[src/hw/dualIssue_settings.svh]
`ifndef DUALISSUE_SETTINGS_SVH
`define DUALISSUE_SETTINGS_SVH

// Datapath word width
`define XLEN 32

// Register file geometry
`define REG_ADDR_W 5
`define NUM_REGS 32

// Immediate field carried with each slot
`define IMM_W 12

`endif

[src/hw/dualIssuePkg.sv]
`default_nettype none

`include "dualIssue_settings.svh"

package dualIssuePkg;

    // Decoded opcodes
    // opMul is only valid in slot B
    typedef enum logic [3:0] {
        opAdd  = 4'd0,
        opSub  = 4'd1,
        opAnd  = 4'd2,
        opOr   = 4'd3,
        opXor  = 4'd4,
        opSll  = 4'd5,
        opSrl  = 4'd6,
        opAddi = 4'd7,   // Second operand is the immediate
        opMul  = 4'd8
    } aluOp;

    typedef enum logic {
        resAlu = 1'b0,   // Write back the ALU result
        resMul = 1'b1    // Write back the product
    } resultSrc;

    typedef logic [`XLEN-1:0] dataWord;
    typedef logic [`REG_ADDR_W-1:0] regAddr;

endpackage

`default_nettype wire

[src/hw/exLatch.sv]
`timescale 1ns/1ns
`default_nettype none

`include "dualIssue_settings.svh"

module exLatch import dualIssuePkg::*; (
    input  wire logic clk,
    input  wire logic arstN,
    input  wire logic issueValid,
    input  wire aluOp opA,
    input  wire regAddr rs1A,
    input  wire regAddr rs2A,
    input  wire regAddr rdA,
    input  wire logic weA,
    input  wire logic [`IMM_W-1:0] immA,
    input  wire aluOp opB,
    input  wire regAddr rs1B,
    input  wire regAddr rs2B,
    input  wire regAddr rdB,
    input  wire logic weB,
    input  wire logic [`IMM_W-1:0] immB,
    output aluOp exOpA,
    output regAddr exRs1A,
    output regAddr exRs2A,
    output regAddr exRdA,
    output logic exWeA,
    output logic [`IMM_W-1:0] exImmA,
    output aluOp exOpB,
    output regAddr exRs1B,
    output regAddr exRs2B,
    output regAddr exRdB,
    output logic exWeB,
    output logic [`IMM_W-1:0] exImmB,
    output resultSrc exSrcB
);

    // A write to x0 is dropped here so x0 stays zero
    always_ff @(posedge clk or negedge arstN) begin
        if (!arstN) begin
            exWeA  <= 1'b0;
            exWeB  <= 1'b0;
            exSrcB <= resAlu;
        end else begin
            exWeA  <= issueValid && weA && (rdA != '0);
            exWeB  <= issueValid && weB && (rdB != '0);
            exSrcB <= (opB == opMul) ? resMul : resAlu;   // Mux select for WB
        end
    end

    always_ff @(posedge clk) begin
        exOpA  <= opA;
        exRs1A <= rs1A;
        exRs2A <= rs2A;
        exRdA  <= rdA;
        exImmA <= immA;
        exOpB  <= opB;
        exRs1B <= rs1B;
        exRs2B <= rs2B;
        exRdB  <= rdB;
        exImmB <= immB;
    end

endmodule

`default_nettype wire

[config.mk]
export PLATFORM = sky130hd
export DESIGN_NAME = exLatch
export DESIGN_NICKNAME = d
export VERILOG_FILES = /design/src/hw/dualIssuePkg.sv /design/src/hw/exLatch.sv
export VERILOG_INCLUDE_DIRS = /design/src /design/src/hw
export SDC_FILE = /design/constraint.sdc
export NUM_CORES = 1
export LEC_CHECK = 0
export BUFFER_PORTS_ARGS = -buffer_cell sky130_fd_sc_hd__buf_2
export CELL_PAD_IN_SITES_DETAIL_PLACEMENT = 1
export CELL_PAD_IN_SITES_GLOBAL_PLACEMENT = 2
export CORE_MARGIN = 2
export CORE_UTILIZATION = 19
export DETAILED_ROUTE_END_ITERATION = 12
export PLACE_DENSITY = 0.84
export SLEW_MARGIN = 5
export SYNTH_ARGS = -nofsm -noshare
export SYNTH_HDL_FRONTEND = slang
export SYNTH_SLANG_ARGS = --single-unit
[constraint.sdc]
create_clock -name clk -period 0.8 [get_ports clk]
set_clock_uncertainty 0.05 [all_clocks]
set_input_delay 0.04 -clock clk [delete_from_list [all_inputs] [get_ports clk]]
set_output_delay 0.04 -clock clk [all_outputs]
set_load 0.1 [all_outputs]
==> results.toml <==
[synthesis]
synth-seq-cells = 65
ys_seq_area_share_pct = 96.96
syn-cell-area_um2 = 1358
ys.warnings.count = 0
yosysUniqueCellTypes = 5
syn_nets = 137
syn_inst = 70
avgSynthCellArea_um2 = 19.39

[worst_setup_path]
critPathSlowestCell = "dfrtp_2"
start_kind = "flop"
cp.depth = 1
cp_data_required_time_ps = 710
cp-endpoint = "exWeB"
crit_fanout = 1
cp-end-kind = "output port"
crit_path_cell_trace = "buf_12"
path_buf_inv = 1
crit_family = "flip-flops"
crit_type = "reg -> out"
crit_start = "exWeB"
arrival_ps = 910
cpPeakStageDelay_ps = 410

[global_routing]
grt_pass1_vias = 1652
grt_pass1_wl_um = 8342
grt_max_degree = 12
grt_remaining_overflow = 0
antenna_found_initial = 0
grt.total_usage_pct = 15.25

[timing]
tightest_slew_ps = 189.2
min_period_over_period_pct = 125.0
setup_viol = 68
fmaxAchievable_mhz = 1000
fin_hold_ws_ps = -80.15
finalMaxSlewViolations = 0
rsz0062_at_grt = "yes"
setup-tns-final_ps = -8784
hold_viol = 3
slew_headroom_pct = 87.34
period_needed_ps = 1000
finalWorstSetupSlack_ps = -200.0

[clocking]
post-cts-setup-buffer-count = 0
cts_tree = "built"
cts_made_buffers = 9
clockRootBuffer = "clkbuf_8"
cts_buffer_depth = 2
htree_levels = 3
cts.clk_slew.worst_paths_ps = 70
cts.sinks = 65

[job]
maxCapViolations = 0

[drt]
num_vias = 1342
drt_iter0_drc = 5
viasPerCell = 3.560
wire_per_inst_um = 15.00
ant_nets = 0
wirelength_um = 5656
first_pass_iters = 6
route.detailed.drc = 0

[cells_and_area]
syn_to_final_growth_pct = 197.6
nets = 343
diodes = 0
stdcell_count = 377
drive_above_1_share_pct = 75.09

[power]
leakage_nw = 1.802
p_per_area_nw_per_um2 = 2099
irDropWorstVdd_mv = 1.178

[die]
die_x_um = 88.53
ios = 132
dieArea_um2 = 7838
die_y_um = 88.53
initial_core_util_pct = 19.76
core_area_um2 = 6869
rows = 30

[placed_design]
globalplace.congestion = 0.6618
portBuffers = 131
placed_cells_incl_taps = 297
place_hpwl_um = 3880

[run_status]
violations = "hold timing, setup timing"
status = "finished with violations"

[worst_hold_path]
hp-class = "in -> async"
synth_stat cells:
master	number	area share, %
or3_1	2	0.92
nor4b_1	1	0.65
dfxtp_1	62	91
dfrtp_1	3	5.5
o311a_1	2	1.5
where the power goes:
part / total (mW) / switching, mW / internal (mW)
clock: 2.44 / 1.17 / 1.28
sequential: 3.60 / 0.146 / 3.45
combinational: 2.44 / 1.46 / 0.976
total: 8.48 / 2.78 / 5.70
layout by cell type (no fill, tap or decap), drive strengths merged:
| cell type | n |
|---|---|
| clkinv | 3 |
| nor4b | 1 |
| clkinvlp | 2 |
| buf | 129 |
| dfxtp | 62 |
| dlygate4sd3 | 66 |
| clkbuf | 11 |
| dfrtp | 3 |
| o311a | 2 |
| or3 | 2 |
metal layers:
layer / share of wire, % / GRT usage [%]
met1: 28 / 11.43
met2: 63 / 32.40
met3: 7.4 / 6.250
met4: 1.3 / 6.336
met5: 0 / 0
cells by family after synthesis:
logic type      after synthesis  synth area share (%)
compound gates                2                 1.475
simple gates                  3                 1.567
flops                        65                 96.96
repair_timing:
| item | in CTS | in global routing |
|---|---|---|
| pin swaps | 0 | 2 |
| hold endpoints to repair | 68 | 11 |
| setup endpoints to repair | 65 | 69 |
| gates resized for setup | 0 | 3 |
| hold buffers | 67 | 5 |
stage by stage:
| stage | setup slack [ps] | cell area, um^2 | total power, mW | util [%] |
|---|---|---|---|---|
| 6_report | -200.0 | 4040 | 8.479 | 58.82 |
| 5_1_grt | -232.9 | 4040 | 8.821 | 58.82 |
| 4_1_cts | -228.4 | 4043 | 8.611 | 58.85 |
| 3_5_place_dp | -204.8 | 3191 | 5.857 | 46.45 |
| 3_3_place_gp | -179.3 | 3191 | 5.817 | 46.45 |
| 2_1_floorplan | -42.19 | 1439 | 4.849 | - |
cell type report:
type | instances | area [um^2]
Multi-Input combinational cell | 5 | 56.30
Tap cell | 96 | 120.1
Sequential cell | 65 | 1400
Clock inverter | 5 | 30.03
Clock buffer | 11 | 151.4
Timing Repair Buffer | 195 | 2282
Fill cell | 664 | 2829
sequential cells by signal, indices dropped and copies added, names as in the netlist:
signal,flops
exSrcB,1
exOpA,4
exImmB,12
exRs2A,5
exRs1A,5
exOpB,4
exRdA,5
exRs2B,5
exRs1B,5
exWeA,1
exImmA,12
exWeB,1
exRdB,5
how the worst min path moves through the flow:
stage               startpoint  slack, ps     end  cells after the start
finish                   arstN        -80   exWeB                      1
global route             arstN        -50   exWeB                      1
CTS                     rdB[0]          7   exWeB                      3
detailed placement       arstN       -200  exSrcB                      1
global placement         arstN       -210  exSrcB                      1
floorplan                arstN       -310  exSrcB                      0
No activity file was read; power rests on OpenSTA's default activity.
