## config.mk

```make
export PLATFORM = sky130hd
export DESIGN_NAME = memStage
export DESIGN_NICKNAME = d
export VERILOG_FILES = /design/src/hw/dualIssuePkg.sv /design/src/hw/memStage.sv
export VERILOG_INCLUDE_DIRS = /design/src /design/src/hw
export SDC_FILE = /design/constraint.sdc
export NUM_CORES = 1
export LEC_CHECK = 0
export ABC_CLOCK_PERIOD_IN_PS = 11100
export BUFFER_PORTS_ARGS = -buffer_cell sky130_fd_sc_hd__buf_4
export CAP_MARGIN = 40
export CORE_MARGIN = 5
export CORE_UTILIZATION = 35
export CTS_BUF_LIST = sky130_fd_sc_hd__clkbuf_8
export DETAILED_ROUTE_END_ITERATION = 10
export SYNTH_ARGS = -nofsm -noshare
export SYNTH_HDL_FRONTEND = slang
export SYNTH_SLANG_ARGS = --single-unit
```

## constraint.sdc

```tcl
create_clock -name clk -period 11.1 [get_ports clk]
set_input_delay 1.11 -clock clk [delete_from_list [all_inputs] [get_ports clk]]
set_output_delay 1.11 -clock clk [all_outputs]
set_load 0.03 [all_outputs]
```

## src/hw/dualIssue_settings.svh

```systemverilog
`ifndef DUALISSUE_SETTINGS_SVH
`define DUALISSUE_SETTINGS_SVH

// Datapath word width
`define XLEN 32

// Register file geometry
`define REG_ADDR_W 5
`define NUM_REGS 32

// Immediate field carried with each slot
`define IMM_W 12

`endif

```

## src/hw/dualIssuePkg.sv

```systemverilog
`default_nettype none

`include "dualIssue_settings.svh"

package dualIssuePkg;

    // Decoded opcodes
    // opMul is only valid in slot B
    typedef enum logic [3:0] {
        opAdd  = 4'd0,
        opSub  = 4'd1,
        opAnd  = 4'd2,
        opOr   = 4'd3,
        opXor  = 4'd4,
        opSll  = 4'd5,
        opSrl  = 4'd6,
        opAddi = 4'd7,   // Second operand is the immediate
        opMul  = 4'd8
    } aluOp;

    typedef enum logic {
        resAlu = 1'b0,   // Write back the ALU result
        resMul = 1'b1    // Write back the product
    } resultSrc;

    typedef logic [`XLEN-1:0] dataWord;
    typedef logic [`REG_ADDR_W-1:0] regAddr;

endpackage

`default_nettype wire

```

## src/hw/memStage.sv

```systemverilog
`timescale 1ns/1ns
`default_nettype none

module memStage import dualIssuePkg::*; (
    input  wire logic clk,
    input  wire logic arstN,
    input  wire regAddr exRdA,
    input  wire regAddr exRdB,
    input  wire logic exWeA,
    input  wire logic exWeB,
    input  wire resultSrc exSrcB,
    input  wire dataWord aluA,
    input  wire dataWord aluB,
    input  wire dataWord opnd1B,
    input  wire dataWord opnd2B,
    output regAddr memRdA,
    output regAddr memRdB,
    output logic memWeA,
    output logic memWeB,
    output resultSrc memSrcB,
    output dataWord memAluA,
    output dataWord memAluB,
    output dataWord memProdB
);

    dataWord mulOp1;
    dataWord mulOp2;

    always_ff @(posedge clk or negedge arstN) begin
        if (!arstN) begin
            memWeA  <= 1'b0;
            memWeB  <= 1'b0;
            memSrcB <= resAlu;
        end else begin
            memWeA  <= exWeA;
            memWeB  <= exWeB;
            memSrcB <= exSrcB;
        end
    end

    always_ff @(posedge clk) begin
        memRdA  <= exRdA;
        memRdB  <= exRdB;
        memAluA <= aluA;
        memAluB <= aluB;
        mulOp1  <= opnd1B;   // Forwarded slot B operands
        mulOp2  <= opnd2B;
    end

    // Low word of the product
    assign memProdB = mulOp1 * mulOp2;

endmodule

`default_nettype wire

```

==> flow_summary_export.csv <==
group,metric,value,unit
clocking,cts_tree,"yes",
routing,drc_errors,0,
synthesis,synth_cell_type_count,46,
global_route,gr-total-overflow,0,
clocking,path_clk_slew,0.10,ns
synthesis,synth_seq_cells,141,
place,gp_congestion,0.847,
floorplan,die_area,0.0580,mm^2
floorplan,fp-row-count,84,
sta,fin_ws,2.06,ns
sta,fin_crit_sh,81.4,%
routing,avgRoutedWirePerCell,18.4,um
routing,totalWireLength,50.8,mm
clocking,hold_buffers,0,
final_layout,nets,2732,
routing,first_pass_iters,5,
setup_path,cp_max_fo,21,
setup_path,crit_type,"reg2out",
setup_path,end_kind,"output port",
synthesis,synth-edff-count,0,
place,dp_worst_setup_slack,2.47,ns
setup_path,cp_data_required_time,9.99,ns
final_layout,syn_to_final_growth,16.0,%
place,io_buffers,251,
global_route,gr-usage-all-layers,18.1,%
routing,dr_total_vias,12900,
global_route,grt_pass1_wl,80.8,mm
synthesis,yosysWarnings,0,
clocking,cts_setup_buffers,0,
min_path,hp-class,"in2async",
clocking,htreeDepth,4,
sta,fmax,111,MHz
synthesis,synth_seq_area_share,15.2,%
clocking,cts_buffers,17,
sta,grt_setup_unrepaired,"false",
sta,setup_viol,0,
synthesis,synthesis.area,0.0187,mm^2
place,place_hpwl,42.0,mm
clocking,clock_path_buffers,2,
routing,antenna_left,0,
floorplan,die_w,241,um
synthesis,synthesis.area_per_instance,10.1,um^2
synthesis,synth_nets,2526,
floorplan,initial_core_util,35.4,%
sta,slew_violations,0,
clocking,cts.sink_count,141,
flow_run,drv_cap,0,
floorplan,core_area,0.0527,mm^2
synthesis,synth-async-reset-ratio,2.13,%
synthesis,synth-main-ff-cell,"dfxtp_1",
sta,hold_viol,0,
sta,worst_pin_slew,0.967,ns
setup_path,cp-start-kind,"flop",
global_route,grt_antenna_before_repair,0,
clocking,cts_root_buf,"clkbuf_8",
status,outcome,"complete, no violations",
setup_path,crit_arrival,7.93,ns
routing,routed_via_density,4.67,
sta,fin_crit,9.04,ns
final_layout,diodes,0,
sta,tns,0,ns
global_route,grt_pass1_vias,14600,
floorplan,die_height,241,um
final_layout,drive_gt1_share,14.8,%
synthesis,netlist_instances,1852,
clocking,cts_resized,0,
setup_path,crit_path_start,"mulOp1[11]$_DFF_P_",
global_route,grt_max_degree,33,
routing,drtIter0Drc,642,
floorplan,io-pin-count,252,
sta,maxSlewHeadroom,35.5,%
Yosys cell counts, types with 4 or more instances:
master	instances	area share (%)
fa_1	408	44
o21a_1	4	0.16
nor2_1	11	0.22
and2_1	368	12
ha_1	123	8.3
nand2b_1	4	0.13
clkbuf_1	79	1.6
a211oi_1	5	0.20
xor2_1	16	0.75
a21oi_1	20	0.54
o21ai_0	12	0.32
xnor2_1	67	3.1
a21o_1	9	0.36
inv_1	362	7.3
nand2_1	176	3.5
dfxtp_1	138	15
nand4_1	4	0.13
sequential cells by signal, indices dropped and copies added, names as in the netlist:
name and cells:
memRdA 5, memAluA 32, mulOp2 32, memWeB 1, memWeA 1, memRdB 5, memAluB 32, mulOp1 32
memSrcB 1
layer usage:
layer  routed length [um]  up-vias  GRT usage [%]
met5                    0        -              0
met4                  866        0           4.15
met3                 3860       51           4.89
met2                24400      399           29.8
met1                21700     6610           24.0
li1                     -     5812              -
path summary, 6_finish.rpt:
kind	to	depth (start not counted)
min in group clk	mulOp1[25]$_DFF_P_	1
hold / removal	memWeA$_DFF_PN0_	1
setup / recovery	memProdB[31]	22
max in group asynchronous	memSrcB$_DFF_PN0_	1
kinds of logic after synthesis:
kind of cell	after synthesis	synth area share (%)
AO/OA/AOI/OAI	78	2.97
AND/OR/NAND/NOR	576	16.8
buffers and inverters	442	8.90
XOR/XNOR	84	4.02
flip-flops	141	15.2
adder cells (fa/ha/maj)	531	52.0
stage by stage:
| stage | hold slack (ns) | std cells | util [%] | cell area, um^2 |
|---|---|---|---|---|
| after global placement | 0.902 | 2724 | 40.2 | 21200 |
| after CTS | 0.351 | 2759 | 41.1 | 21600 |
| after detailed placement | 0.903 | 2727 | 40.3 | 21200 |
| after floorplan | 0.814 | 1852 | - | 18700 |
| final | 0.410 | 2759 | 41.1 | 21600 |
| after global routing | 0.350 | 2759 | 41.1 | 21600 |
cells in the final DEF, fill, tap and decap left out, types with 4 or more instances in the layout:
master	instances
clkbuf_8	18
inv_8	4
fa_1	408
o21ai_0	12
inv_6	4
nand2b_1	4
dfxtp_1	138
inv_1	362
a21o_1	9
a211oi_1	5
and2_1	368
nor2_1	11
ha_1	123
xor2_1	16
buf_4	264
nand4_1	4
nand2_1	176
a21oi_1	20
o21a_1	4
xnor2_1	67
worst max-delay path: stages (launching register included):
cell and delay, ns:
dfxtp_1 0.95, and2_1 0.26, fa_1 0.44, fa_1 0.52, fa_1 0.51, inv_1 0.05
fa_1 0.48, inv_1 0.05, fa_1 0.50, inv_1 0.05, fa_1 0.53, inv_1 0.05
fa_1 0.49, fa_1 0.41, ha_1 0.38, o21ai_0 0.11, nor2_1 0.08, o41ai_1 0.41
a21oi_1 0.18, a311oi_4 0.44, o21ai_1 0.15, xnor2_1 0.18, buf_4 0.19
area by class of cell:
type                    count  area [um^2]
fillers                  5107        31000
flip-flops and latches    141         2840
multi-input cells        1269        14200
well taps                 688          861
clock inverters            14          146
inverters                 362         1360
repair buffers            267         2030
clock buffers              18          248
Power is left out: the tool's default activity adds up to more than one toggle a clock period on the data nets, which glitch-free logic cannot reach.
