===== config.mk =====
export PLATFORM = sky130hd
export DESIGN_NAME = aluUnit
export DESIGN_NICKNAME = d
export VERILOG_FILES = /design/src/hw/dualIssuePkg.sv /design/src/hw/aluUnit.sv
export VERILOG_INCLUDE_DIRS = /design/src /design/src/hw
export SDC_FILE = /design/constraint.sdc
export NUM_CORES = 1
export LEC_CHECK = 0
export BUFFER_PORTS_ARGS = -buffer_cell sky130_fd_sc_hd__buf_4
export CAP_MARGIN = 20
export CELL_PAD_IN_SITES_DETAIL_PLACEMENT = 1
export CELL_PAD_IN_SITES_GLOBAL_PLACEMENT = 1
export CORE_ASPECT_RATIO = 1.25
export CORE_MARGIN = 10
export CORE_UTILIZATION = 46
export DETAILED_ROUTE_END_ITERATION = 6
export PLACE_DENSITY = 0.95
export SLEW_MARGIN = 30
export SYNTH_ARGS = -nofsm -noshare
export SYNTH_HDL_FRONTEND = slang
export SYNTH_SLANG_ARGS = --single-unit

===== constraint.sdc =====
create_clock -name vclk -period 28.8
set_input_delay 8.64 -clock vclk [all_inputs]
set_output_delay 8.64 -clock vclk [all_outputs]
set_load 0.02 [all_outputs]

===== src/hw/dualIssue_settings.svh =====
`ifndef DUALISSUE_SETTINGS_SVH
`define DUALISSUE_SETTINGS_SVH

// Datapath word width
`define XLEN 32

// Register file geometry
`define REG_ADDR_W 5
`define NUM_REGS 32

// Immediate field carried with each slot
`define IMM_W 12

`endif


===== src/hw/dualIssuePkg.sv =====
`default_nettype none

`include "dualIssue_settings.svh"

package dualIssuePkg;

    // Decoded opcodes
    // opMul is only valid in slot B
    typedef enum logic [3:0] {
        opAdd  = 4'd0,
        opSub  = 4'd1,
        opAnd  = 4'd2,
        opOr   = 4'd3,
        opXor  = 4'd4,
        opSll  = 4'd5,
        opSrl  = 4'd6,
        opAddi = 4'd7,   // Second operand is the immediate
        opMul  = 4'd8
    } aluOp;

    typedef enum logic {
        resAlu = 1'b0,   // Write back the ALU result
        resMul = 1'b1    // Write back the product
    } resultSrc;

    typedef logic [`XLEN-1:0] dataWord;
    typedef logic [`REG_ADDR_W-1:0] regAddr;

endpackage

`default_nettype wire


===== src/hw/aluUnit.sv =====
`timescale 1ns/1ns
`default_nettype none

`include "dualIssue_settings.svh"

module aluUnit import dualIssuePkg::*; (
    input  wire aluOp op,
    input  wire dataWord opnd1,
    input  wire dataWord opnd2,
    input  wire logic [`IMM_W-1:0] imm,
    output dataWord result
);

    dataWord immExt;

    assign immExt = {{(`XLEN-`IMM_W){imm[`IMM_W-1]}}, imm};   // Sign extend

    always_comb begin
        case (op)
            opAdd:   result = opnd1 + opnd2;
            opSub:   result = opnd1 - opnd2;
            opAnd:   result = opnd1 & opnd2;
            opOr:    result = opnd1 | opnd2;
            opXor:   result = opnd1 ^ opnd2;
            opSll:   result = opnd1 << opnd2[4:0];
            opSrl:   result = opnd1 >> opnd2[4:0];   // Logical shift
            opAddi:  result = opnd1 + immExt;
            opMul:   result = '0;   // Product comes from MEM
            default: result = '0;
        endcase
    end

endmodule

`default_nettype wire


==> flow_summary.toml, run 1 <==
[pwr]
ir_worst_vdd_uv = 10.2
leakage_nw = 3.79
fin_total_pwr_mw = 0.184
power_density_nw_per_um2 = 21.7

[yosys]
synth_top_area_share_pct = 17.2
synthTopCellsByArea = "ha_1 (17%), mux4_2 (13%), mux2i_1 (7.1%)"
synth_area_leader_cell = "ha_1"
synth.yosys.seq_area_share_pct = 0
synthCells = 1055
yosys_warnings = 0
avgSynthCellArea_um2 = 7.12
yosysUniqueCellTypes = 72
syn_area_um2 = 7510
syn_nets = 1239

[run]
cap_violations = 0

[placement]
dp_hpwl_um = 29200
io_buffers = 112
gp_congestion = 1.05

[min_path]
hold_class = "input pin to output port"
worstHoldStart = "opnd1[31]"
holdPathStages = 5
holdPathEnd = "result[31]"

[timing]
worst_pin_slew_ns = 0.951
post-route-period-util_pct = 77.5
rsz0062_at_grt = "no"
fin_crit_ns = 22.33
tns_ns = 0
relSlewSlack_pct = 36.1
drv_slew = 0
finalHoldViolCount = 0
max_freq_mhz = 44.8
finalSetupViolations = 0

[floorplan]
chipHeight_um = 163
start_util_pct = 46.6
ios = 112
die_w_um = 134
rows = 52
die_area_um2 = 21900
core_um2 = 16100

[global_route]
grt_max_degree = 63
grt_usage_pct = 32.6
use_met3_pct = 5.83
overflow = 0
busiest_layer = "met2"
antenna_found_initial = 0
grt.met1_usage_pct = 39.3
grt_pass1_wl_um = 57200
grtUsageMet2_pct = 54.4
grt_pass1_vias = 9867

[drt]
post_drt_wl_per_cell_um = 28.1
vias = 9708
drt_iter0_drc = 1278
routed_wl_um = 37200
avgViaCountPerCell = 7.32
dr.pass1.iters = 5
ant_nets = 0
route.detailed.drc = 0

[worst_setup_path]
critical_path.top_delay_family = "simple AND/OR/NAND/NOR gates"
critPathArrivalTime_ns = 13.69
start_kind = "input pin"
critPathKind = "input pin to output port"
path_max_fanout = 15
crit_required_ns = 20.16
end_kind = "output port"
worstPathCellList = "buf_4, inv_1, buf_4, ha_1, nand3_1, nor2_1, nand3_1, or3_1, o21ai_0, nor2_1, o21ai_1, ha_1, a21boi_0, o41ai_1, nand3_1, o211ai_1, a21oi_1, or4b_1, o211ai_2, buf_4"
slowest_delay_ns = 0.51
cp_num_buf_inv = 4
slowest_stage = "o41ai_1"

[cells_and_area]
nFlopsAndLatches = 0
drive_above_1_share_pct = 17.7
regArea_um2 = 0
nets = 1296
diodes = 0
clock_buffers = 0
area_growth_pct = 12.8

[clock_tree]
post_cts_resized = 0
post_cts_buffers = 0
cts_hold_buf = 0

[outcome]
outcome = "completed"
synthesized netlist by cell type, types with 20 or more instances:
cell type / count
a21o_1: 20
a21oi_1: 71
a221oi_1: 25
clkbuf_1: 44
ha_1: 103
inv_1: 72
mux2i_1: 53
mux4_2: 43
nand2_1: 62
nand3_1: 32
nor2_1: 123
nor3_1: 41
o211ai_1: 21
o21ai_0: 99
or3_1: 22
metrics by stage:
| step | util (%) | instances | area [um2] | setup slack, ns | hold slack (ns) |
|---|---|---|---|---|---|
| after floorplan | - | 1055 | 7510 | 7.53 | 17.55 |
| after global placement | 52.5 | 1326 | 8470 | 6.96 | 17.84 |
| after detailed placement | 52.5 | 1326 | 8470 | 6.71 | 17.85 |
| after CTS | 52.5 | 1326 | 8470 | 6.69 | 17.86 |
| after global routing | 52.5 | 1326 | 8470 | 6.22 | 17.90 |
| final | 52.5 | 1326 | 8470 | 6.47 | 17.86 |
cell type report:
cell class                 instances  area [um2]
multi-input combinational        910        6970
inverter                          73         274
fill                            2132        7660
timing repair buffer             127         953
tap                              216         270
how the worst max path moves through the flow:
stage,from,endpoint,slack (ns),depth (start not counted)
detailed placement,opnd2[1],result[31],6.71,20
global route,opnd2[1],result[31],6.22,21
finish,opnd2[1],result[31],6.47,20
CTS,opnd2[1],result[31],6.69,21
floorplan,opnd2[1],result[26],7.53,16
global placement,opnd2[1],result[31],6.96,20
cells by family (layout without fill, tap and decap cells):
logic type	after synthesis	after routing	synth area share, %
AOI/OAI and AO/OA	341	341	29.9
xor gates and xnor gates	22	22	2.56
adders and majority gates	104	104	17.4
buffers and inverters	145	200	7.64
muxes	98	98	20.3
and+or+nand+nor	345	345	22.3
per-layer routing:
metal	vias to the layer above	part of all wire, %
met2	670	47
met5	-	0
met3	188	10
met1	4728	37
li1	4122	-
met4	0	6.4
power breakdown:
group	switching (mW)	leakage [nW]	total, mW	internal, mW
combinational	0.115	3.79	0.184	0.0692
sequential	0	0	0	0
clock	0	0	0	0
cell usage in the layout (no fill, tap or decap), drive strengths merged, types with 6 or more instances in the layout:
| cell type | n |
|---|---|
| nor4 | 11 |
| mux2i | 53 |
| o221ai | 8 |
| xor2 | 11 |
| o311ai | 8 |
| and3 | 8 |
| xnor2 | 11 |
| a21o | 20 |
| a22oi | 18 |
| nand2 | 62 |
| a211oi | 9 |
| nand3 | 32 |
| ha | 103 |
| nand4 | 9 |
| nor2 | 125 |
| buf | 127 |
| o21ai | 104 |
| o22ai | 8 |
| a21oi | 71 |
| inv | 72 |
| nand2b | 10 |
| a211o | 6 |
| mux4 | 43 |
| nor3 | 42 |
| a221o | 13 |
| or3 | 22 |
| a221oi | 25 |
| o211ai | 23 |
No activity file was read; power rests on OpenSTA's default activity.
==> run 2, diff against run 1 <==
CORE_UTILIZATION = 40   (was 46)
PLACE_DENSITY = 0.92   (was 0.95)
clock period = 18.22 ns   (was 28.8 ns; I/O delays follow)
==> flow_summary.toml, run 2 (synthesized netlist as in run 1, its figures left out) <==
[pwr]
swShare_pct = 62.2
switchingPower_mw = 0.179
power_density_nw_per_um2 = 34.0
fin_total_pwr_mw = 0.289
internal_power_mw = 0.109
power_frac_comb_pct = 100.0
ir_worst_vdd_uv = 17.3
pwr-share-clk_pct = 0
leakage_nw = 3.79
seq_power_share_pct = 0

[floorplan]
rows = 56
core_um2 = 18600
die_w_um = 143
die_area_um2 = 24700
ios = 112
start_util_pct = 40.3
chipHeight_um = 173

[placement]
io_buffers = 112
dp_hpwl_um = 29000
placed_area_um2 = 8490
gp_congestion = 1.03
dp_slack_ns = 2.62

[worst_setup_path]
end_kind = "output port"
path_max_fanout = 30
worstPathCellList = "buf_4, inv_1, buf_4, ha_1, or3b_1, nor2_1, nand3b_1, nor3_1, nand3_1, o21ai_0, nor2_1, o21ai_0, ha_1, a21o_1, a21o_1, a21oi_1, or4b_1, o211ai_2, buf_4"
crit_required_ns = 12.75
critPathArrivalTime_ns = 10.27
slowest_stage = "or3b_1"
start_kind = "input pin"
slowest_delay_ns = 0.50
crit_top_cell = "buf_4"
critPathKind = "input pin to output port"

[outcome]
outcome = "completed"

[global_route]
grt_pass1_vias = 9612
grt_pass1_wl_um = 56200
grt_usage_pct = 28.4
overflow = 0
grt_max_degree = 69
antenna_found_initial = 2

[drt]
ant_nets = 0
vias = 9367
drt_iter0_drc = 969
avgViaCountPerCell = 6.98
routed_wl_um = 36700
route.detailed.drc = 0
post_drt_wl_per_cell_um = 27.3
dr.pass1.iters = 7

[timing]
finalHoldViolCount = 0
post-route-period-util_pct = 86.4
tns_ns = 0
max_freq_mhz = 63.5
drv_slew = 0
relSlewSlack_pct = 36.6
rsz0062_at_grt = "no"
fin_crit_ns = 15.74
setup_ws_ns = 2.48
finalSetupViolations = 0
worst_pin_slew_ns = 0.944

[cells_and_area]
clock_buffers = 0
drive_above_1_share_pct = 17.8
nFlopsAndLatches = 0
design_area_um2 = 8500
area_growth_pct = 13.2
diodes = 0
layout_common_cells = "buf_4 (126), nor2_1 (123), ha_1 (103), o21ai_0 (99)"
fillers = 2406
layout_commonest_cell = "buf_4"
regArea_um2 = 0
multi_input_area_um2 = 6980
nets = 1296

[run]
cap_violations = 0

[min_path]
hold_class = "input pin to output port"
worstHoldStart = "opnd1[31]"
holdPathStages = 5
holdPathEnd = "result[31]"

[clock_tree]
post_cts_resized = 0
post_cts_buffers = 0
cts_hold_buf = 0
-- run 2: area by class of cell --
cell class                      count  area share, %
Multi-Input combinational cell    910           82.1
Timing Repair Buffer              127           11.3
Tap cell                          232           3.41
Inverter                           73           3.22
-- run 2: critical path: cells and delay by family --
family,cells,cell delay (ns)
and+or+nand+nor,7,2.12
AOI/OAI and AO/OA,6,1.20
buffers and inverters,4,0.81
adders and majority gates,2,0.63
-- run 2: through the flow --
| step | hold WS [ns] | std cells | utilization, % |
|---|---|---|---|
| floorplan | 11.20 | 1055 | - |
| global placement | 11.48 | 1342 | 45.5 |
| detailed placement | 11.50 | 1342 | 45.6 |
| CTS | 11.51 | 1342 | 45.6 |
| global route | 11.55 | 1342 | 45.6 |
| finish | 11.51 | 1342 | 45.6 |
-- run 2: how the worst max path moves through the flow --
stage / from / end / slack [ns]
2_1_floorplan: opnd2[1] / result[26] / 3.30
3_3_place_gp: opnd2[1] / result[31] / 2.69
3_5_place_dp: opnd2[1] / result[31] / 2.62
4_1_cts: opnd2[1] / result[31] / 2.60
5_1_grt: opnd2[1] / result[31] / 2.21
6_report: opnd2[1] / result[31] / 2.48
-- run 2: per-layer routing --
layer  vias to the layer above  global-route usage, %  wire [um]
li1                       4109                      -          -
met2                       539                   47.7      17500
met4                         4                   12.8       2010
met1                      4575                   34.6      14000
met5                         -                      0         21
met3                       140                   4.50       3180
-- run 2: power groups by stage --
| stage | clock [mW] | sequential (mW) | combinational, mW |
|---|---|---|---|
| floorplan | 0 | 0 | 0.172 |
| global placement | 0 | 0 | 0.274 |
| detailed placement | 0 | 0 | 0.281 |
| CTS | 0 | 0 | 0.282 |
| global route | 0 | 0 | 0.307 |
| finish | 0 | 0 | 0.289 |
