--- src/hw/dualIssue_settings.svh ---
`ifndef DUALISSUE_SETTINGS_SVH
`define DUALISSUE_SETTINGS_SVH

// Datapath word width
`define XLEN 32

// Register file geometry
`define REG_ADDR_W 5
`define NUM_REGS 32

// Immediate field carried with each slot
`define IMM_W 12

`endif

--- src/hw/dualIssuePkg.sv ---
`default_nettype none

`include "dualIssue_settings.svh"

package dualIssuePkg;

    // Decoded opcodes
    // opMul is only valid in slot B
    typedef enum logic [3:0] {
        opAdd  = 4'd0,
        opSub  = 4'd1,
        opAnd  = 4'd2,
        opOr   = 4'd3,
        opXor  = 4'd4,
        opSll  = 4'd5,
        opSrl  = 4'd6,
        opAddi = 4'd7,   // Second operand is the immediate
        opMul  = 4'd8
    } aluOp;

    typedef enum logic {
        resAlu = 1'b0,   // Write back the ALU result
        resMul = 1'b1    // Write back the product
    } resultSrc;

    typedef logic [`XLEN-1:0] dataWord;
    typedef logic [`REG_ADDR_W-1:0] regAddr;

endpackage

`default_nettype wire

--- src/hw/forwardUnit.sv ---
`timescale 1ns/1ns
`default_nettype none

module forwardUnit import dualIssuePkg::*; (
    input  wire regAddr exRs1A,
    input  wire regAddr exRs2A,
    input  wire regAddr exRs1B,
    input  wire regAddr exRs2B,
    input  wire dataWord rfData1A,
    input  wire dataWord rfData2A,
    input  wire dataWord rfData1B,
    input  wire dataWord rfData2B,
    input  wire regAddr memRdA,
    input  wire regAddr memRdB,
    input  wire logic memWeA,
    input  wire logic memWeB,
    input  wire resultSrc memSrcB,
    input  wire dataWord memAluA,
    input  wire dataWord memAluB,
    input  wire regAddr wbRdA,
    input  wire regAddr wbRdB,
    input  wire logic wbWeA,
    input  wire logic wbWeB,
    input  wire dataWord wbDataA,
    input  wire dataWord wbDataB,
    output dataWord opnd1A,
    output dataWord opnd2A,
    output dataWord opnd1B,
    output dataWord opnd2B
);

    // Younger slot first, nearer stage first.
    // The MEM product is still being formed, so MEM B only bypasses ALU results.
    // Write flags are already low for x0, so no zero-address test is needed.
    function automatic dataWord pickOperand(input regAddr addr, input dataWord rfData);
        dataWord val;
        if (memWeB && (memSrcB == resAlu) && (addr == memRdB)) begin
            val = memAluB;
        end else if (memWeA && (addr == memRdA)) begin
            val = memAluA;
        end else if (wbWeB && (addr == wbRdB)) begin
            val = wbDataB;   // May carry a product
        end else if (wbWeA && (addr == wbRdA)) begin
            val = wbDataA;
        end else begin
            val = rfData;
        end
        return val;
    endfunction

    always_comb begin
        opnd1A = pickOperand(exRs1A, rfData1A);
        opnd2A = pickOperand(exRs2A, rfData2A);
        opnd1B = pickOperand(exRs1B, rfData1B);
        opnd2B = pickOperand(exRs2B, rfData2B);
    end

endmodule

`default_nettype wire

--- config.mk ---
export PLATFORM = sky130hd
export DESIGN_NAME = forwardUnit
export DESIGN_NICKNAME = d
export VERILOG_FILES = /design/src/hw/dualIssuePkg.sv /design/src/hw/forwardUnit.sv
export VERILOG_INCLUDE_DIRS = /design/src /design/src/hw
export SDC_FILE = /design/constraint.sdc
export NUM_CORES = 1
export LEC_CHECK = 0
export BUFFER_PORTS_ARGS = -buffer_cell sky130_fd_sc_hd__buf_2
export CORE_AREA = 2 2 165 167
export DETAILED_ROUTE_END_ITERATION = 8
export DIE_AREA = 0 0 167 169
export GPL_ROUTABILITY_DRIVEN = 1
export GPL_TIMING_DRIVEN = 1
export SLEW_MARGIN = 10
export SYNTH_ARGS = -nofsm -noshare
export SYNTH_HDL_FRONTEND = slang
export SYNTH_SLANG_ARGS = --single-unit
--- constraint.sdc ---
create_clock -name vclk -period 1.86
set_input_delay 0 -clock vclk [all_inputs]
set_output_delay 0 -clock vclk [all_outputs]
set_load 0.01 [all_outputs]
==> implementation parameters, run 1 <==
Parameter                              Value

Outcome
  Result of the run    complete, but fails checks
  Violations in the final reports    negative setup slack

Setup path
  Critical Setup Path Class    input port to output pin
  Required time of the worst setup path    1.86 ns
  Critical path arrival    1.89 ns
  Max FO, Critical Path    17
  CP startpoint kind    input port
  CP endpoint kind    output pin

STA
  Final cycle utilization of the critical path    1.014
  Worst-Margin Slew    0.5240 ns
  Count of endpoints failing hold in the final timing report    0
  Slew Limit Fails    0
  Post-layout minimum cycle time    1.885 ns
  Final number of setup-violating endpoints    2
  Total Negative Setup Slacks    -0.02532 ns
  Least setup slack across all paths after layout    -0.02518 ns
  Fmax    0.5305 GHz
  Worst relative slew slack    0.6498
  RSZ-0062 raised after global routing    true

Placement
  HPWL after DPL    31.46 mm
  Standard cell area after detailed placement    9394 um2
  IO Port Bufs    429
  Final GP Congestion    0.9406

Die
  Initial standard-cell utilization of the core    0.2216
  # IOs    429
  Floorplan row count    60
  Placeable core region    26500 um2
  Vert. Die Dim    169 um
  Die outline area    28220 um2
  Floorplan die width    167 um

Power and ir drop
  Worst VDD drop    166.8 uV
  Leak pwr    4.037 nW
  Power density over cell area    229.0 nW/um2

Route
  Number of antenna-violating nets in the routed design    0
  Vias    9918
  First-pass detailed-route iteration total    8
  Detailed-route wire length per cell    26.62 um
  DR DRC count    0
  First DRT Iteration DRCs    1352
  Total routed wirelength    42.08 mm
  Via count normalized by instance count    6.273

Finish
  # clk buffers    0
  Fillers    2754
  Total Nets Final    1537
  Cell area after layout    10090 um2
  Share of final-layout standard cells stronger than drive strength 1    0.5851
  Count of flip-flops and latches    0
  Area growth, synth to finish    71.81%
  Combined flip-flop and latch cell area    0 um2

Synthesis
  Sequential share of the synthesized area    0
  Post-Synth Adder-Cell Area    0
  Post-Syn Instances    789
  XOR/XNOR share of the synthesized area    0.1193
  Proportion of synthesized area in mux cells    0
  Mapped Nets    1090
  Combinational family with the most area after synthesis    compound AO/OA/AOI/OAI gates
  Average cell area after synthesis    7.444 um2
  Complex-gate fraction of the synthesized area    0.6248
  Warnings, synthesis    0
  Basic-gate share of the synthesized area counting and, or, nand and nor cells    0.1636
  Total standard cell area after synthesis    5873 um2
  Distinct cells, synth    26

Clock network
  Post-cts hold buffer count    0

GRT
  Number of antenna violations at the first check in global routing    5
  Largest net degree at the start of global routing    33
  Vias in the first global route    9720
  Total GRT Usage    0.2676
  Global-route wire length before repair    59.04 mm
  GRT Residual Overflow    0

Flow run
  Count of maximum capacitance violations    0

Worst hold path
  Type of the worst min-delay path    input port to output pin
## per-layer routing
metal / GRT usage / part of all wire / vias to the layer above
met3: 0.05144 / 0.11 / 182
met5: 0 / 0 / -
li1: - / - / 4133
met2: 0.4486 / 0.47 / 942
met4: 0.1076 / 0.042 / 0
met1: 0.3375 / 0.38 / 4661
## cell usage after synthesis (all sizes together)
cell      n  area, um2
nor2    133      499.2
a221oi  128       1684
a22oi   128      960.9
o31ai   128      960.9
clkbuf   59      221.5
buf      48      316.6
and2     44      275.3
xor2     43      376.6
xnor2    37      324.1
nand2     8      30.03
nor4      8      50.05
nand4     5      31.28
a211oi    4      30.03
o21bai    4      33.78
nand3     3      15.01
nor3      3      25.02
or4       3      22.52
inv       1      3.750
nand2b    1      6.260
or3       1      6.260
## final timing paths
path / end / start / cells after the start
setup / recovery: opnd2A[20] / wbRdA[4] / 9
hold / removal: opnd2B[6] / memAluA[6] / 4
## final cells by class
cell class                      count  area, um2  area share
Tap cell                          341      426.7     0.04228
Multi-Input combinational cell    681       5913      0.5860
Inverter                            1      3.754   0.0003720
Timing Repair Buffer              552       3732      0.3699
Antenna cell                        6      15.01    0.001488
## metrics by stage
step	hold WS, ns	cells	utilization	power (mW)	setup WS (ns)
3_3_place_gp	0.3633	1566	0.3545	2.115	-0.1792
5_1_grt	0.3944	1580	0.3807	2.434	-0.07648
6_report	0.3712	1581	0.3808	2.311	-0.02518
2_1_floorplan	0.1502	789	-	0.9525	0.3570
3_5_place_dp	0.3613	1566	0.3545	2.125	-0.2269
4_1_cts	0.3611	1566	0.3579	2.153	0.001067
## repair_timing
item,4_1_cts,5_1_grt
gates resized for setup,21,76
endpoints found under the setup margin,114,121
gates cloned,0,4
buffers inserted,0,5
pin swaps,4,42
## worst max-delay path: stages
cell and delay, ns:
sky130_fd_sc_hd__buf_4 0.13, sky130_fd_sc_hd__xnor2_1 0.21, sky130_fd_sc_hd__nand3_2 0.11, sky130_fd_sc_hd__or4_4 0.59
sky130_fd_sc_hd__buf_12 0.18, sky130_fd_sc_hd__buf_4 0.14, sky130_fd_sc_hd__a221oi_2 0.24, sky130_fd_sc_hd__o31ai_2 0.10
sky130_fd_sc_hd__buf_2 0.15
## kinds of logic (layout without fill, tap and decap cells)
kind of cell,count (synthesis),in the layout
AOI/OAI and AO/OA,392,392
and+or+nand+nor,209,209
buffers and inverters,108,553
xor gates and xnor gates,80,80
other,0,6
## placed cells by master (no fill, tap or decap)
cell | Yosys | layout
sky130_fd_sc_hd__a211oi_4 | 0 | 4
sky130_fd_sc_hd__a221oi_1 | 38 | 25
sky130_fd_sc_hd__a221oi_2 | 90 | 93
sky130_fd_sc_hd__a221oi_4 | 0 | 10
sky130_fd_sc_hd__a22oi_1 | 128 | 127
sky130_fd_sc_hd__a22oi_2 | 0 | 1
sky130_fd_sc_hd__and2_1 | 44 | 36
sky130_fd_sc_hd__and2_2 | 0 | 3
sky130_fd_sc_hd__and2_4 | 0 | 5
sky130_fd_sc_hd__buf_12 | 0 | 43
sky130_fd_sc_hd__buf_2 | 31 | 424
sky130_fd_sc_hd__buf_4 | 6 | 71
sky130_fd_sc_hd__buf_6 | 10 | 9
sky130_fd_sc_hd__buf_8 | 0 | 1
sky130_fd_sc_hd__clkbuf_16 | 0 | 4
sky130_fd_sc_hd__diode_2 | 0 | 6
sky130_fd_sc_hd__inv_1 | 1 | 1
sky130_fd_sc_hd__nand2_1 | 8 | 4
sky130_fd_sc_hd__nand2_2 | 0 | 4
sky130_fd_sc_hd__nand2b_1 | 1 | 1
sky130_fd_sc_hd__nand3_1 | 3 | 1
sky130_fd_sc_hd__nand3_2 | 0 | 2
sky130_fd_sc_hd__nand4_1 | 5 | 5
sky130_fd_sc_hd__nor2_1 | 133 | 132
sky130_fd_sc_hd__nor2_4 | 0 | 1
sky130_fd_sc_hd__nor3_2 | 2 | 1
sky130_fd_sc_hd__nor3_4 | 0 | 2
sky130_fd_sc_hd__nor4_1 | 8 | 2
sky130_fd_sc_hd__nor4_2 | 0 | 6
sky130_fd_sc_hd__o21bai_4 | 0 | 4
sky130_fd_sc_hd__o31ai_1 | 128 | 105
sky130_fd_sc_hd__o31ai_2 | 0 | 22
sky130_fd_sc_hd__o31ai_4 | 0 | 1
sky130_fd_sc_hd__or3_4 | 0 | 1
sky130_fd_sc_hd__or4_4 | 0 | 3
sky130_fd_sc_hd__xnor2_1 | 37 | 31
sky130_fd_sc_hd__xnor2_2 | 0 | 6
sky130_fd_sc_hd__xor2_1 | 43 | 42
sky130_fd_sc_hd__xor2_2 | 0 | 1
## where the power goes
group	internal (mW)	switching, mW	leakage (nW)
combinational	1.05	1.26	4.04
sequential	0	0	0
clock	0.000000432	0	0.0000380
Note: power is estimated with default switching activity, not from simulation.
==> run 2: changes to the inputs <==
- SETUP_SLACK_MARGIN: not set -> 0.5
==> run 2 against run 1 <==
The flow now finishes without violations. Critical endpoint is now opnd1A[31]. Non-clock buffer count increased by 34. Fmax up 2.5%. Global-route usage grew 3.5 points. Largest cell class unchanged. Via count rose by 3.6%. Design area increased by 32%. Die area is the same. Largest power group unchanged. First-iteration DRC count down 17%. Critical path depth is 1 lower. Hold slack lost 0.010 ns.
==> implementation parameters, run 2 (synthesized netlist as in run 1, its figures left out) <==
Parameter                              Value

Outcome
  Result of the run    completed

Finish
  # clk buffers    0 (unchanged)
  Total Nets Final    1571 (+2.2%)
  Count of flip-flops and latches    0 (unchanged)
  Cell area after layout    13310 um2 (+32%)
  Share of final-layout standard cells stronger than drive strength 1    0.7240 (+0.1389)
  Combined flip-flop and latch cell area    0 um2 (unchanged)
  Area growth, synth to finish    126.5%
  Most used cells in the layout excluding fill and tap cells    sky130_fd_sc_hd__buf_2, sky130_fd_sc_hd__nor2_1, sky130_fd_sc_hd__a22oi_1, sky130_fd_sc_hd__o31ai_2, sky130_fd_sc_hd__a221oi_4
  Commonest non-fill, non-tap cell in the layout    sky130_fd_sc_hd__buf_2

Route
  Via count normalized by instance count    6.360 (+1.4%)
  Total routed wirelength    48.91 mm (+16%)
  Number of antenna-violating nets in the routed design    0 (unchanged)
  Detailed-route wire length per cell    30.26 um (+14%)
  First-pass detailed-route iteration total    6 (-2)
  First DRT Iteration DRCs    1123 (-17%)
  Vias    10280 (+3.6%)
  DR DRC count    0 (unchanged)

STA
  Slew Limit Fails    0 (unchanged)
  Fmax    0.5437 GHz (+2.5%)
  Final cycle utilization of the critical path    0.9889 (-0.02467)
  RSZ-0062 raised after global routing    true
  Final worst hold slack    0.3612 ns (-0.009971 ns)
  Worst relative slew slack    0.6673 (+0.01755)
  Worst-Margin Slew    0.4990 ns (-0.02492 ns)
  Count of endpoints failing hold in the final timing report    0 (unchanged)
  Post-layout minimum cycle time    1.839 ns (-0.04588 ns)
  Least setup slack across all paths after layout    0.02070 ns (+0.04588 ns)
  Final number of setup-violating endpoints    0 (-2)

GRT
  Global-route wire length before repair    65.32 mm (+11%)
  Vias in the first global route    10140 (+4.3%)
  GRT Residual Overflow    0 (unchanged)
  Number of antenna violations at the first check in global routing    10 (+5)
  Largest net degree at the start of global routing    33 (unchanged)
  Total GRT Usage    0.3029 (+0.03521)

Die
  Initial standard-cell utilization of the core    0.2216 (unchanged)
  Die outline area    28220 um2 (unchanged)
  Placeable core region    26500 um2 (unchanged)
  Floorplan row count    60 (unchanged)
  Floorplan die width    167 um (unchanged)
  # IOs    429 (unchanged)
  Vert. Die Dim    169 um (unchanged)

Flow run
  Count of maximum capacitance violations    0 (unchanged)

Power and ir drop
  Worst VDD drop    158.6 uV (-4.9%)
  Power density over cell area    225.6 nW/um2 (-1.5%)
  Leak pwr    4.996 nW (+24%)

Setup path
  Crit. Startpoint    exRs1A[0]
  Required time of the worst setup path    1.86 ns (about the same)
  Critical path arrival    1.84 ns (-0.05 ns)
  CP endpoint kind    output pin
  Max FO, Critical Path    14 (-3)
  CP startpoint kind    input port
  Critical Setup Path Class    input port to output pin

Placement
  Post-Place Worst Slack    -0.1666 ns (+0.06029 ns)
  IO Port Bufs    429 (unchanged)
  Standard cell area after detailed placement    10270 um2 (+9.3%)
  HPWL after DPL    32.30 mm (+2.7%)
  Final GP Congestion    0.9064 (-3.6%)

Worst hold path
  Beginning of the worst hold path    memAluA[13]
  Type of the worst min-delay path    input port to output pin
-- run 2: where the power goes --
group / internal, mW / switching, mW / total, mW
clock network: 0.000000505 / 0 / 0.000000505
registers: 0 / 0 / 0
logic: 1.44 / 1.56 / 3.00
total: 1.44 / 1.56 / 3.00
-- run 2: metrics by stage --
stage                 util   TNS, ns  power [mW]  cells
CTS                 0.4436         0       2.613   1582
global route        0.5020  -0.05320       3.120   1615
global placement    0.3875    -6.039       2.306   1544
floorplan                -         0       1.166    789
detailed placement  0.3875    -7.399       2.327   1544
finish              0.5021         0       3.001   1616
-- run 2: repair_timing --
action                                  4_1_cts  5_1_grt
gates cloned                                 13       10
hold buffers                                  0        0
pin swaps                                    39       41
buffers inserted                             25       17
endpoints found under the setup margin      128      128
resized for setup                           141      143
-- run 2: worst paths after layout --
check / end / cells after the start
max: opnd1A[31] / 8
min: opnd2B[13] / 4
-- run 2: area by class of cell --
type,instances,area (um2)
fillers,2382,13200
multi-input cells,681,8071
well taps,341,426.7
repair buffers,586,4786
inverters,1,3.754
diodes,7,17.52
-- run 2: metal layers --
layer / vias up / share of wire / global-route usage
li1: 4204 / - / -
met1: 4987 / 0.38 / 0.3664
met2: 868 / 0.47 / 0.5255
met3: 214 / 0.094 / 0.05915
met4: 4 / 0.049 / 0.1241
met5: - / 0.00059 / 0
-- run 2: worst max-delay path: stages --
cell,delay (ns)
sky130_fd_sc_hd__buf_12,0.12
sky130_fd_sc_hd__xnor2_4,0.16
sky130_fd_sc_hd__nand3_2,0.09
sky130_fd_sc_hd__or4_4,0.63
sky130_fd_sc_hd__buf_12,0.22
sky130_fd_sc_hd__a221oi_4,0.34
sky130_fd_sc_hd__o31ai_4,0.10
sky130_fd_sc_hd__buf_2,0.16
